`config.mk`:
```
export PLATFORM = sky130hd
export DESIGN_NAME = dcache_top
export DESIGN_NICKNAME = d
export VERILOG_FILES = /design/src/dcache_pkg.sv /design/src/dcache_core.sv /design/src/dcache_axi_bridge.sv /design/src/dcache_top.sv
export SDC_FILE = /design/constraint.sdc
export NUM_CORES = 2
export LEC_CHECK = 0
export BUFFER_PORTS_ARGS = -buffer_cell sky130_fd_sc_hd__clkbuf_2
export CORE_UTILIZATION = 45
export DETAILED_ROUTE_END_ITERATION = 7
export HOLD_SLACK_MARGIN = 0.15
export SYNTH_ARGS = -nofsm -noshare
export SYNTH_HDL_FRONTEND = slang
export SYNTH_MEMORY_MAX_BITS = 65536
export SYNTH_SLANG_ARGS = --single-unit
export TNS_END_PERCENT = 10
```
`constraint.sdc`:
```
create_clock -name clock -period 38.6 [get_ports clock]
set_input_delay 5.79 -clock clock [delete_from_list [all_inputs] [get_ports clock]]
set_output_delay 5.79 -clock clock [all_outputs]
set_load 0.02 [all_outputs]
```
`src/dcache_pkg.sv`:
```
package dcache_pkg;

    // byte address as seen by the core and on AXI
    typedef logic [31:0] addr_t;

    // one bus word, wishbone data and one AXI beat
    typedef logic [63:0] word_t;

    // byte selects for one word
    typedef logic [7:0] sel_t;

    // one cache line, word 0 in the low bits
    typedef logic [255:0] line_t;

    // beat number inside a burst
    typedef logic [1:0] beat_t;

    // every burst is INCR, full width, four beats, all bytes enabled
    localparam int LINE_BEATS = 4;

    // byte offset bits within a 32 byte line
    localparam int LINE_OFFSET_BITS = 5;

endpackage

```
`src/dcache_core.sv`:
```
`timescale 1ns/1ps

module dcache_core
    import dcache_pkg::*;
#(
    parameter int SETS = 16
)(
    input  logic  clock,
    input  logic  reset,

    // wishbone classic slave on the cpu side
    input  logic  wb_cyc_i,
    input  logic  wb_stb_i,
    input  logic  wb_we_i,
    input  addr_t wb_adr_i,
    input  word_t wb_dat_i,
    input  sel_t  wb_sel_i,
    output word_t wb_dat_o,
    output logic  wb_ack_o,

    // victim write-back towards the bridge
    output logic  evict_valid_o,
    output addr_t evict_addr_o,
    output line_t evict_line_o,
    input  logic  evict_ready_i,
    input  logic  evict_done_i,

    // line refill from the bridge
    output logic  fill_valid_o,
    output addr_t fill_addr_o,
    input  logic  fill_ready_i,
    input  logic  fill_beat_valid_i,
    input  word_t fill_beat_data_i,
    input  logic  fill_beat_last_i
);

    localparam int INDEX_BITS = $clog2(SETS);
    localparam int TAG_BITS   = $bits(addr_t) - INDEX_BITS - LINE_OFFSET_BITS;
    localparam int WORD_BITS  = $bits(word_t);
    localparam int BUF_BITS   = $bits(line_t) - WORD_BITS;

    typedef logic [INDEX_BITS-1:0] index_t;
    typedef logic [TAG_BITS-1:0]   tag_t;

    typedef enum logic [2:0] {
        IDLE,
        HIT,        // ack cycle
        EVICT_REQ,
        EVICT_WAIT,
        FILL_REQ,
        FILL_WAIT,
        RESPOND     // merge store or latch load data
    } state_t;

    state_t state_q, state_d;

    logic [SETS-1:0] valid_q;
    logic [SETS-1:0] dirty_q;
    tag_t            tag_q  [SETS];
    line_t           data_q [SETS];

    logic [BUF_BITS-1:0] fill_buf_q;   // beats received before the last one
    word_t               rdata_q;

    index_t req_index;
    tag_t   req_tag;
    beat_t  req_word;
    line_t  cur_line;
    word_t  cur_word;
    line_t  fill_line;
    logic   req;
    logic   hit;
    logic   do_access;
    logic   fill_install;

    // byte-wise store merge
    function automatic word_t merge_bytes(word_t old_w, word_t new_w, sel_t sel);
        word_t res;
        res = old_w;
        for (int b = 0; b < $bits(sel_t); b++) begin
            if (sel[b]) begin
                res[b*8 +: 8] = new_w[b*8 +: 8];
            end
        end
        return res;
    endfunction

    // address split from wb_adr_i, held by the master until ack
    assign req_index = wb_adr_i[LINE_OFFSET_BITS +: INDEX_BITS];
    assign req_tag   = wb_adr_i[$bits(addr_t)-1 -: TAG_BITS];
    assign req_word  = wb_adr_i[LINE_OFFSET_BITS-1 -: $bits(beat_t)];

    assign cur_line = data_q[req_index];
    assign cur_word = cur_line[req_word*WORD_BITS +: WORD_BITS];

    assign req = wb_cyc_i && wb_stb_i;
    assign hit = valid_q[req_index] && (tag_q[req_index] == req_tag);

    // hit in IDLE or the retried access after a refill
    assign do_access = (state_q == IDLE && req && hit) || (state_q == RESPOND);

    // newest beat enters at the top so word 0 ends up in the low bits
    assign fill_line    = {fill_beat_data_i, fill_buf_q};
    assign fill_install = (state_q == FILL_WAIT) && fill_beat_valid_i && fill_beat_last_i;

    always_ff @(posedge clock or negedge reset) begin
        if (!reset) begin
            state_q <= IDLE;
        end else begin
            state_q <= state_d;
        end
    end

    always_comb begin
        state_d = state_q;
        case (state_q)
            IDLE: begin
                if (req) begin
                    if (hit) begin
                        state_d = HIT;
                    end else if (valid_q[req_index] && dirty_q[req_index]) begin
                        state_d = EVICT_REQ;   // dirty victim goes out first
                    end else begin
                        state_d = FILL_REQ;
                    end
                end
            end
            HIT: begin
                state_d = IDLE;
            end
            EVICT_REQ: begin
                if (evict_ready_i) begin
                    state_d = EVICT_WAIT;
                end
            end
            EVICT_WAIT: begin
                if (evict_done_i) begin
                    state_d = FILL_REQ;
                end
            end
            FILL_REQ: begin
                if (fill_ready_i) begin
                    state_d = FILL_WAIT;
                end
            end
            FILL_WAIT: begin
                if (fill_install) begin
                    state_d = RESPOND;
                end
            end
            RESPOND: begin
                state_d = HIT;
            end
            default: begin
                state_d = IDLE;
            end
        endcase
    end

    // line status flags
    always_ff @(posedge clock or negedge reset) begin
        if (!reset) begin
            valid_q <= '0;
            dirty_q <= '0;
        end else begin
            if (fill_install) begin
                valid_q[req_index] <= 1'b1;
                dirty_q[req_index] <= 1'b0;   // installed clean
            end
            if (do_access && wb_we_i) begin
                dirty_q[req_index] <= 1'b1;
            end
        end
    end

    // tags, line data and load data
    always_ff @(posedge clock) begin
        if (state_q == FILL_WAIT && fill_beat_valid_i) begin
            fill_buf_q <= fill_line[$bits(line_t)-1 -: BUF_BITS];
        end
        if (fill_install) begin
            tag_q[req_index]  <= req_tag;
            data_q[req_index] <= fill_line;
        end
        if (do_access) begin
            if (wb_we_i) begin
                data_q[req_index][req_word*WORD_BITS +: WORD_BITS] <=
                    merge_bytes(cur_word, wb_dat_i, wb_sel_i);
            end else begin
                rdata_q <= cur_word;
            end
        end
    end

    assign wb_ack_o = (state_q == HIT);
    assign wb_dat_o = rdata_q;

    // victim address rebuilt from the stored tag
    assign evict_valid_o = (state_q == EVICT_REQ);
    assign evict_addr_o  = {tag_q[req_index], req_index, {LINE_OFFSET_BITS{1'b0}}};
    assign evict_line_o  = cur_line;

    assign fill_valid_o = (state_q == FILL_REQ);
    assign fill_addr_o  = {wb_adr_i[$bits(addr_t)-1:LINE_OFFSET_BITS], {LINE_OFFSET_BITS{1'b0}}};

endmodule

```
`src/dcache_axi_bridge.sv`:
```
`timescale 1ns/1ps

module dcache_axi_bridge
    import dcache_pkg::*;
(
    input  logic  clock,
    input  logic  reset,

    // write-back requests from the core
    input  logic  evict_valid_i,
    input  addr_t evict_addr_i,
    input  line_t evict_line_i,
    output logic  evict_ready_o,
    output logic  evict_done_o,

    // refill requests from the core
    input  logic  fill_valid_i,
    input  addr_t fill_addr_i,
    output logic  fill_ready_o,
    output logic  fill_beat_valid_o,
    output word_t fill_beat_data_o,
    output logic  fill_beat_last_o,

    // AXI write channels
    output logic  axi_aw_valid_o,
    input  logic  axi_aw_ready_i,
    output addr_t axi_aw_addr_o,
    output logic  axi_w_valid_o,
    input  logic  axi_w_ready_i,
    output word_t axi_w_data_o,
    output logic  axi_w_last_o,
    input  logic  axi_b_valid_i,
    output logic  axi_b_ready_o,

    // AXI read channels
    output logic  axi_ar_valid_o,
    input  logic  axi_ar_ready_i,
    output addr_t axi_ar_addr_o,
    input  logic  axi_r_valid_i,
    output logic  axi_r_ready_o,
    input  word_t axi_r_data_i,
    input  logic  axi_r_last_i
);

    localparam int WORD_BITS = $bits(word_t);

    typedef enum logic [1:0] {
        W_IDLE,
        W_ADDR,
        W_DATA,
        W_RESP
    } w_state_t;

    typedef enum logic [1:0] {
        R_IDLE,
        R_ADDR,
        R_DATA
    } r_state_t;

    w_state_t w_state_q, w_state_d;
    r_state_t r_state_q, r_state_d;

    addr_t w_addr_q;
    line_t w_line_q;     // victim line held for the whole burst
    beat_t w_beat_q;
    logic  w_last;
    addr_t r_addr_q;

    assign w_last = (w_beat_q == beat_t'(LINE_BEATS - 1));

    always_ff @(posedge clock or negedge reset) begin
        if (!reset) begin
            w_state_q <= W_IDLE;
            w_beat_q  <= '0;
        end else begin
            w_state_q <= w_state_d;
            if (evict_valid_i && evict_ready_o) begin
                w_beat_q <= '0;
            end else if (w_state_q == W_DATA && axi_w_ready_i) begin
                w_beat_q <= w_beat_q + beat_t'(1);   // one step per accepted beat
            end
        end
    end

    always_comb begin
        w_state_d = w_state_q;
        case (w_state_q)
            W_IDLE: begin
                if (evict_valid_i) begin
                    w_state_d = W_ADDR;
                end
            end
            W_ADDR: begin
                if (axi_aw_ready_i) begin
                    w_state_d = W_DATA;
                end
            end
            W_DATA: begin
                if (axi_w_ready_i && w_last) begin
                    w_state_d = W_RESP;
                end
            end
            W_RESP: begin
                if (axi_b_valid_i) begin
                    w_state_d = W_IDLE;
                end
            end
            default: begin
                w_state_d = W_IDLE;
            end
        endcase
    end

    // capture on the evict handshake
    always_ff @(posedge clock) begin
        if (evict_valid_i && evict_ready_o) begin
            w_addr_q <= evict_addr_i;
            w_line_q <= evict_line_i;
        end
    end

    assign evict_ready_o = (w_state_q == W_IDLE);
    assign evict_done_o  = (w_state_q == W_RESP) && axi_b_valid_i;   // B handshake

    assign axi_aw_valid_o = (w_state_q == W_ADDR);
    assign axi_aw_addr_o  = w_addr_q;
    assign axi_w_valid_o  = (w_state_q == W_DATA);
    assign axi_w_data_o   = w_line_q[w_beat_q*WORD_BITS +: WORD_BITS];
    assign axi_w_last_o   = w_last;
    assign axi_b_ready_o  = (w_state_q == W_RESP);   // held while waiting

    always_ff @(posedge clock or negedge reset) begin
        if (!reset) begin
            r_state_q <= R_IDLE;
        end else begin
            r_state_q <= r_state_d;
        end
    end

    always_comb begin
        r_state_d = r_state_q;
        case (r_state_q)
            R_IDLE: begin
                if (fill_valid_i) begin
                    r_state_d = R_ADDR;
                end
            end
            R_ADDR: begin
                if (axi_ar_ready_i) begin
                    r_state_d = R_DATA;
                end
            end
            R_DATA: begin
                if (axi_r_valid_i && axi_r_last_i) begin
                    r_state_d = R_IDLE;
                end
            end
            default: begin
                r_state_d = R_IDLE;
            end
        endcase
    end

    always_ff @(posedge clock) begin
        if (fill_valid_i && fill_ready_o) begin
            r_addr_q <= fill_addr_i;
        end
    end

    assign fill_ready_o   = (r_state_q == R_IDLE);
    assign axi_ar_valid_o = (r_state_q == R_ADDR);
    assign axi_ar_addr_o  = r_addr_q;
    assign axi_r_ready_o  = (r_state_q == R_DATA);

    // R beats go straight through to the core
    assign fill_beat_valid_o = (r_state_q == R_DATA) && axi_r_valid_i;
    assign fill_beat_data_o  = axi_r_data_i;
    assign fill_beat_last_o  = fill_beat_valid_o && axi_r_last_i;

endmodule

```
`src/dcache_top.sv`:
```
`timescale 1ns/1ps

module dcache_top
    import dcache_pkg::*;
#(
    parameter int SETS = 16   // power of two
)(
    input  logic  clock,
    input  logic  reset,

    // wishbone classic slave
    input  logic  wb_cyc_i,
    input  logic  wb_stb_i,
    input  logic  wb_we_i,
    input  addr_t wb_adr_i,
    input  word_t wb_dat_i,
    input  sel_t  wb_sel_i,
    output word_t wb_dat_o,
    output logic  wb_ack_o,

    // AXI write channels
    output logic  axi_aw_valid_o,
    input  logic  axi_aw_ready_i,
    output addr_t axi_aw_addr_o,
    output logic  axi_w_valid_o,
    input  logic  axi_w_ready_i,
    output word_t axi_w_data_o,
    output logic  axi_w_last_o,
    input  logic  axi_b_valid_i,
    output logic  axi_b_ready_o,

    // AXI read channels
    output logic  axi_ar_valid_o,
    input  logic  axi_ar_ready_i,
    output addr_t axi_ar_addr_o,
    input  logic  axi_r_valid_i,
    output logic  axi_r_ready_o,
    input  word_t axi_r_data_i,
    input  logic  axi_r_last_i
);

    // core to bridge
    logic  evict_valid;
    logic  evict_ready;
    addr_t evict_addr;
    line_t evict_line;
    logic  evict_done;
    logic  fill_valid;
    logic  fill_ready;
    addr_t fill_addr;
    logic  fill_beat_valid;
    word_t fill_beat_data;
    logic  fill_beat_last;

    dcache_core #(
        .SETS (SETS)
    ) u_core (
        .clock             (clock),
        .reset             (reset),
        .wb_cyc_i          (wb_cyc_i),
        .wb_stb_i          (wb_stb_i),
        .wb_we_i           (wb_we_i),
        .wb_adr_i          (wb_adr_i),
        .wb_dat_i          (wb_dat_i),
        .wb_sel_i          (wb_sel_i),
        .wb_dat_o          (wb_dat_o),
        .wb_ack_o          (wb_ack_o),
        .evict_valid_o     (evict_valid),
        .evict_addr_o      (evict_addr),
        .evict_line_o      (evict_line),
        .evict_ready_i     (evict_ready),
        .evict_done_i      (evict_done),
        .fill_valid_o      (fill_valid),
        .fill_addr_o       (fill_addr),
        .fill_ready_i      (fill_ready),
        .fill_beat_valid_i (fill_beat_valid),
        .fill_beat_data_i  (fill_beat_data),
        .fill_beat_last_i  (fill_beat_last)
    );

    dcache_axi_bridge u_bridge (
        .clock             (clock),
        .reset             (reset),
        .evict_valid_i     (evict_valid),
        .evict_addr_i      (evict_addr),
        .evict_line_i      (evict_line),
        .evict_ready_o     (evict_ready),
        .evict_done_o      (evict_done),
        .fill_valid_i      (fill_valid),
        .fill_addr_i       (fill_addr),
        .fill_ready_o      (fill_ready),
        .fill_beat_valid_o (fill_beat_valid),
        .fill_beat_data_o  (fill_beat_data),
        .fill_beat_last_o  (fill_beat_last),
        .axi_aw_valid_o    (axi_aw_valid_o),
        .axi_aw_ready_i    (axi_aw_ready_i),
        .axi_aw_addr_o     (axi_aw_addr_o),
        .axi_w_valid_o     (axi_w_valid_o),
        .axi_w_ready_i     (axi_w_ready_i),
        .axi_w_data_o      (axi_w_data_o),
        .axi_w_last_o      (axi_w_last_o),
        .axi_b_valid_i     (axi_b_valid_i),
        .axi_b_ready_o     (axi_b_ready_o),
        .axi_ar_valid_o    (axi_ar_valid_o),
        .axi_ar_ready_i    (axi_ar_ready_i),
        .axi_ar_addr_o     (axi_ar_addr_o),
        .axi_r_valid_i     (axi_r_valid_i),
        .axi_r_ready_o     (axi_r_ready_o),
        .axi_r_data_i      (axi_r_data_i),
        .axi_r_last_i      (axi_r_last_i)
    );

endmodule

```
Word level (Yosys, flattened, before mapping)
Memories as Yosys holds them, arrays and structs flattened.
Cells that the tools add are included.

word-level totals
  memories kept = 2
  register bits after elaboration = 607
  RAM bits = 4464
  output and inout port bits = 199

memory list
  memory         words  bits a word  rd ports  clocked after memory_dff  write ports  line               text
  u_core.data_q  16     256          1         0                         1            dcache_core.sv:60  line_t data_q [SETS];
  u_core.tag_q   16     23           1         0                         1            dcache_core.sv:59  tag_t tag_q [SETS];

operators by class
  reductions and logical operators = 26
  bitwise gates (word level) = 261
  $lt $le $gt $ge = 2
  add/subtract/negate cells = 2
  shift-type cells = 4
  equal/unequal tests = 25
  muxes and demuxes = 312

operators by type and width
  kind                         number
  $shiftx A256 B9 Y64          2
  $mux W1                      263
  $mux W256                    1
  $or A1 B1 Y1                 256
  $shift A64 B34 Y256 const A  1
  $shiftx A64 B34 Y256         1
  $mux W8                      24
  $neg A8 Y34                  1
  $mux W16                     2
  $or A16 B16 Y16              2
  $eq A23 B23 Y1               1
  $mux W3                      7
  $mux W2                      9
  $pmux W3 S6                  1
  $logic_and A1 B1 Y1          17
  $and A16 B16 Y16             1
  $ne A2 B1 Y1 const B         8
  $not A16 Y16                 1
  $eq A3 B3 Y1 const B         3
  $bmux W1 S4                  2
  $eq A2 B2 Y1 const B         4
  $ne A2 B2 Y1 const B         4
  $pmux W2 S4                  1
  $eq A3 B2 Y1 const B         2
  16 further kinds             18

Logic depth before layout (Yosys ltp)
  word-level depth = 9
  gate-level depth with buffers = 16

Hierarchy
From an unflattened synthesis, not the netlist that was laid out.

unflattened totals
  cell total of the unflattened synthesis = 9967
  area total of the unflattened synthesis = 199796.6 um2

by module, submodules not included
  module             instances  sequential area each (um2)  area an instance (um2)  cells an instance
  dcache_core        1          142611.8                    187723.8                9463
  dcache_axi_bridge  1          9759.4                      12072.8                 504

Least setup slack after synthesis
Ideal clock, no wire load.

  kind = input to register
  start point = in axi_r_valid_i
  end point = mem u_core.data_q[10][0] (netlist bit) (enable)
  library setup time = 0.507 ns
  buffers on the path = 2
  cell stages on the path = 6
  arrival = 31.940 ns
  path slack = 6.152 ns
  required time = 38.093 ns
  cell sequence = nand3_1 -> nor4b_1 -> nand2_1 -> clkbuf_1 -> clkbuf_1 -> a21oi_1

between the ends
  longest elaborated chain between the ends = 6

ends and longest elaborated chain
  what                                    line                                          text
  start: declaration                      dcache_top.sv:36                              input logic axi_r_valid_i,
  $logic_and A1 B1 Y1 *                   dcache_axi_bridge.sv:176                      assign fill_beat_valid_o = (r_state_q == R_DATA) && axi_r_valid_i;
  $logic_and A1 B1 Y1 (on tied branches)  dcache_core.sv:104, dcache_axi_bridge.sv:178
  $logic_and A1 B1 Y1 *                   dcache_core.sv:104                            assign fill_install = (state_q == FILL_WAIT) && fill_beat_valid_i && fill_beat_last_i;
  $mux W1 *                               dcache_core.sv:181                            if (fill_install) begin
  $mux W1 (implied by the code) *         dcache_core.sv:183                            data_q[req_index] <= fill_line;
  $or A1 B1 Y1 (no source line) *         --
  end: declaration                        dcache_core.sv:60

Mark *: on every way between the ends. The rest lies on a longest branch, timed or not.

Worst setup path in the final report
  start point = in wb_adr_i[5]
  end point = mem u_core.data_q[0][217] (netlist bit), data pin

RTL lines
  what                           line                text
  start: declaration             dcache_top.sv:15    input addr_t wb_adr_i,
  $mem_v2 Z16 W256               --
  named net evict_line[153]      dcache_top.sv:46    line_t evict_line;
  $shiftx A256 B9 Y64            dcache_core.sv:94   assign cur_word = cur_line[req_word*WORD_BITS +: WORD_BITS];
  named net u_core.cur_word[25]  dcache_core.sv:69   word_t cur_word;
  $mux W8                        dcache_core.sv:81   if (sel[b]) begin
  $mux W8                        dcache_core.sv:186  if (wb_we_i) begin
  $mux W8                        dcache_core.sv:185  if (do_access) begin
  $shiftx A64 B34 Y256           dcache_core.sv:187  data_q[req_index][req_word*WORD_BITS +: WORD_BITS] <=
  $mux W1 (no source line)       --

The timed path passes the listed nets, and every way through them passes these cells. The select of a mux whose other input is x is not followed.

==> impl_metrics.py <==
metrics = {
    "detailed_routing": {
        "wl_mm": 543,
        "post_drt_wl_per_cell_um": 37.2,
        "vias": 92200,
        "antenna_left": 0,
        "drt_iter0_markers": 12200,
        "firstDrtPassIters": 7,
        "drc_errors": 0,
        "viasPerCell": 6.31,
    },
    "global_route": {
        "grt_max_degree": 114,
        "grt_antenna_before_repair": 30,
        "grt_util_all_layers_pct": 24.8,
        "grt_pass1_wl_mm": 745,
        "grt_pass1_vias": 92600,
        "grt_overflow": 0,
    },
    "synth": {
        "synthFlopType": "edfxtp_1",
        "synthArstFlopShare_pct": 0.809,
        "synth_area_um2": 193000,
        "synth-seq-cells": 5071,
        "synth.avg_cell_area_um2": 25.0,
        "yosysUniqueCellTypes": 63,
        "synth_edf_count": 5030,
        "netlist_instances": 7751,
        "ys_seq_area_share_pct": 78.6,
        "ys_warn_count": 0,
    },
    "setup_path": {
        "startpoint": "wb_adr_i[5]",
        "crit_type": "in2reg",
        "cp_max_fo": 90,
        "start_kind": "primary input",
        "cp.required_ps": 39170,
        "reg2regPathDepth": 13,
        "endpoint_kind": "flip-flop",
        "r2r-start": "u_core.tag_q[11][20]",
        "r2r_slack_ps": 30260,
        "r2r-end": "u_core.data_q[9][166]",
        "crit_arrival_ps": 15450,
    },
    "die": {
        "start_util_pct": 45.2,
        "die_w_um": 658,
        "core-area_um2": 428000,
        "dieArea_um2": 433000,
        "die_y_um": 658,
        "io-pin-count": 378,
        "rows": 240,
    },
    "placed_design": {
        "pre_cts_slack_ps": 22350,
        "post-dp-hpwl_mm": 305,
        "placed_area_um2": 204000,
        "gp_congestion": 0.790,
        "portBuffers": 364,
    },
    "cells_and_area": {
        "area_delta_synth_final_pct": 14.1,
        "stdcell_area_um2": 221000,
        "nets": 8698,
        "layout-drive-gt1-share_pct": 33.6,
    },
    "pwr": {
        "powerDensity_nw_per_um2": 55.2,
        "power_uw": 12200,
        "vdd_drop_max_uv": 31.5,
        "p_leak_uw": 0.0687,
    },
    "timing": {
        "finalWorstSetupSlack_ps": 23720,
        "drv_slew": 0,
        "holdWs_ps": 410,
        "rsz0062_at_grt": "no",
        "hold_viol": 0,
        "finalSetupTns_ps": 0,
        "setup_viol": 0,
        "fin_crit_ps": 14880,
        "slew-limit-headroom_pct": 6.34,
        "fin_crit_sh_pct": 38.6,
        "max_freq_mhz": 67.2,
        "worst_slew_pin_slew_ps": 1370,
        "fin_worst_skew_ps": 73.5,
    },
    "clock_network": {
        "clkSinkCount": 5071,
        "cts_tree": "yes",
        "cts.repair.resized": 0,
        "post-cts-setup-buffer-count": 0,
        "cts_root_buf": "clkbuf_16",
        "htreeDepth": 6,
        "postCtsHoldBufs": 0,
        "clk_pin_slew_ps": 60,
        "clk_latency_ps": 1060,
        "cts_buffer_depth": 4,
        "cts-buffers-inserted": 528,
    },
    "worst_hold_path": {
        "hold_class": "reg2reg",
        "min_to": "u_core.fill_buf_q[121]",
        "min_delay_path_depth": 0,
        "hp-start": "u_core.fill_buf_q[185]",
    },
    "run_status": {
        "outcome": "finished, final reports clean",
    },
    "run": {
        "max_cap_viol_count": 0,
    },
}
-- worst max-delay path by stage --
stage                                       end  depth (start not counted)
after CTS                 u_core.data_q[0][217]                         13
final                     u_core.data_q[0][217]                         13
after global placement     u_core.data_q[4][89]                         13
after detailed placement   u_core.data_q[4][89]                         13
after floorplan            u_core.data_q[10][0]                          6
after global routing       u_core.data_q[9][89]                         13
-- metal layers --
layer	part of all wire, %	vias up	global-route usage, %
li1	-	35500	-
met1	39	50900	34.9
met2	48	4884	39.7
met3	9.4	817	4.79
met4	3.5	12	7.74
met5	0.014	-	0
-- power breakdown --
group / total [uW] / internal (uW) / switching, uW
Combinational: 961 / 326 / 635
Sequential: 6240 / 6180 / 52.6
Clock: 4980 / 2890 / 2090
Total: 12200 / 9400 / 2780
-- sequential cells by signal (all words and copies together), names as in the netlist, 27 cells and up --
signal	count
u_core.data_q	4096
u_core.tag_q	368
u_bridge.w_line_q	256
u_core.fill_buf_q	192
u_core.wb_dat_o	64
u_bridge.axi_ar_addr_o	27
u_bridge.axi_aw_addr_o	27
-- stage by stage --
stage	util, %	std cells
2_1_floorplan	-	7760
3_3_place_gp	47.7	13700
3_5_place_dp	47.7	13700
4_1_cts	51.6	14600
5_1_grt	51.6	14600
6_report	51.6	14600
-- synth_stat cells, types with 3 or more instances --
library cell / n / area share (%)
dfrtp_1: 41 / 0.53
buf_6: 9 / 0.052
nor3_1: 4 / 0.010
inv_1: 16 / 0.031
mux4_2: 1508 / 18
or2_2: 18 / 0.058
and3_1: 5 / 0.016
a21oi_1: 74 / 0.19
a211oi_1: 3 / 0.012
buf_4: 16 / 0.062
o22ai_1: 4 / 0.013
mux2i_1: 110 / 0.57
xor2_1: 8 / 0.036
clkbuf_1: 247 / 0.48
nor2b_1: 9 / 0.029
or3_1: 4 / 0.013
a221oi_1: 7 / 0.032
nand2_1: 37 / 0.072
xnor2_1: 16 / 0.072
a22o_1: 4 / 0.018
nand3_1: 13 / 0.034
buf_2: 111 / 0.29
edfxtp_1: 5030 / 78
a22oi_1: 15 / 0.058
nor2_1: 29 / 0.056
o2bb2ai_1: 256 / 1.2
ha_1: 9 / 0.058
a21o_1: 3 / 0.012
buf_1: 57 / 0.11
o21ai_0: 40 / 0.10
o211ai_1: 4 / 0.016
-- kinds of logic after synthesis --
kind of cell / Yosys count / synth area share, %
buf+inv: 457 / 1.02
mux: 1620 / 18.1
other cells: 1 / 0.00194
flops: 5071 / 78.6
simple gates: 138 / 0.367
compound gates: 431 / 1.71
xor+xnor: 24 / 0.109
fa+ha+maj: 9 / 0.0582
-- critical path, cell delays in order --
cell       delay, ps
buf_12           490
buf_4            700
buf_4            890
buf_4            810
buf_4            730
buf_4            720
buf_4            920
buf_4            900
mux4_2           600
mux4_2           560
mux4_2           520
mux2i_1          830
o2bb2ai_1        630
-- layout by cell type (no fill, tap or decap), drive strengths merged, types with 4 or more instances in the layout --
cell,synthesis,routed
nor3,4,4
clkinvlp,0,9
nand2,37,37
mux2i,110,110
bufinv,0,41
a21oi,74,74
ha,9,9
nor2b,9,9
nor2,29,29
inv,17,35
nand3,14,14
edfxtp,5030,5030
buf,193,302
and3,5,5
a22oi,15,15
xnor2,16,16
o211ai,4,4
o21ai,41,41
o2bb2ai,256,256
dfrtp,41,41
a221oi,7,7
diode,0,9
conb,1,10
xor2,8,8
or3,4,4
or2,18,18
mux4,1508,1508
clkinv,0,180
clkbuf,247,1041
a22o,4,4
o22ai,4,4
-- cell type report --
class | instances | area (um2)
antenna | 9 | 22.5
clock buffer | 683 | 14300
clock inverter | 248 | 2530
fill | 32700 | 207000
inverter | 17 | 63.8
multi-input combinational | 2232 | 40400
sequential | 5071 | 152000
tap | 5687 | 7120
timing repair buffer | 660 | 4200
No activity file was read; power rests on OpenSTA's default activity.
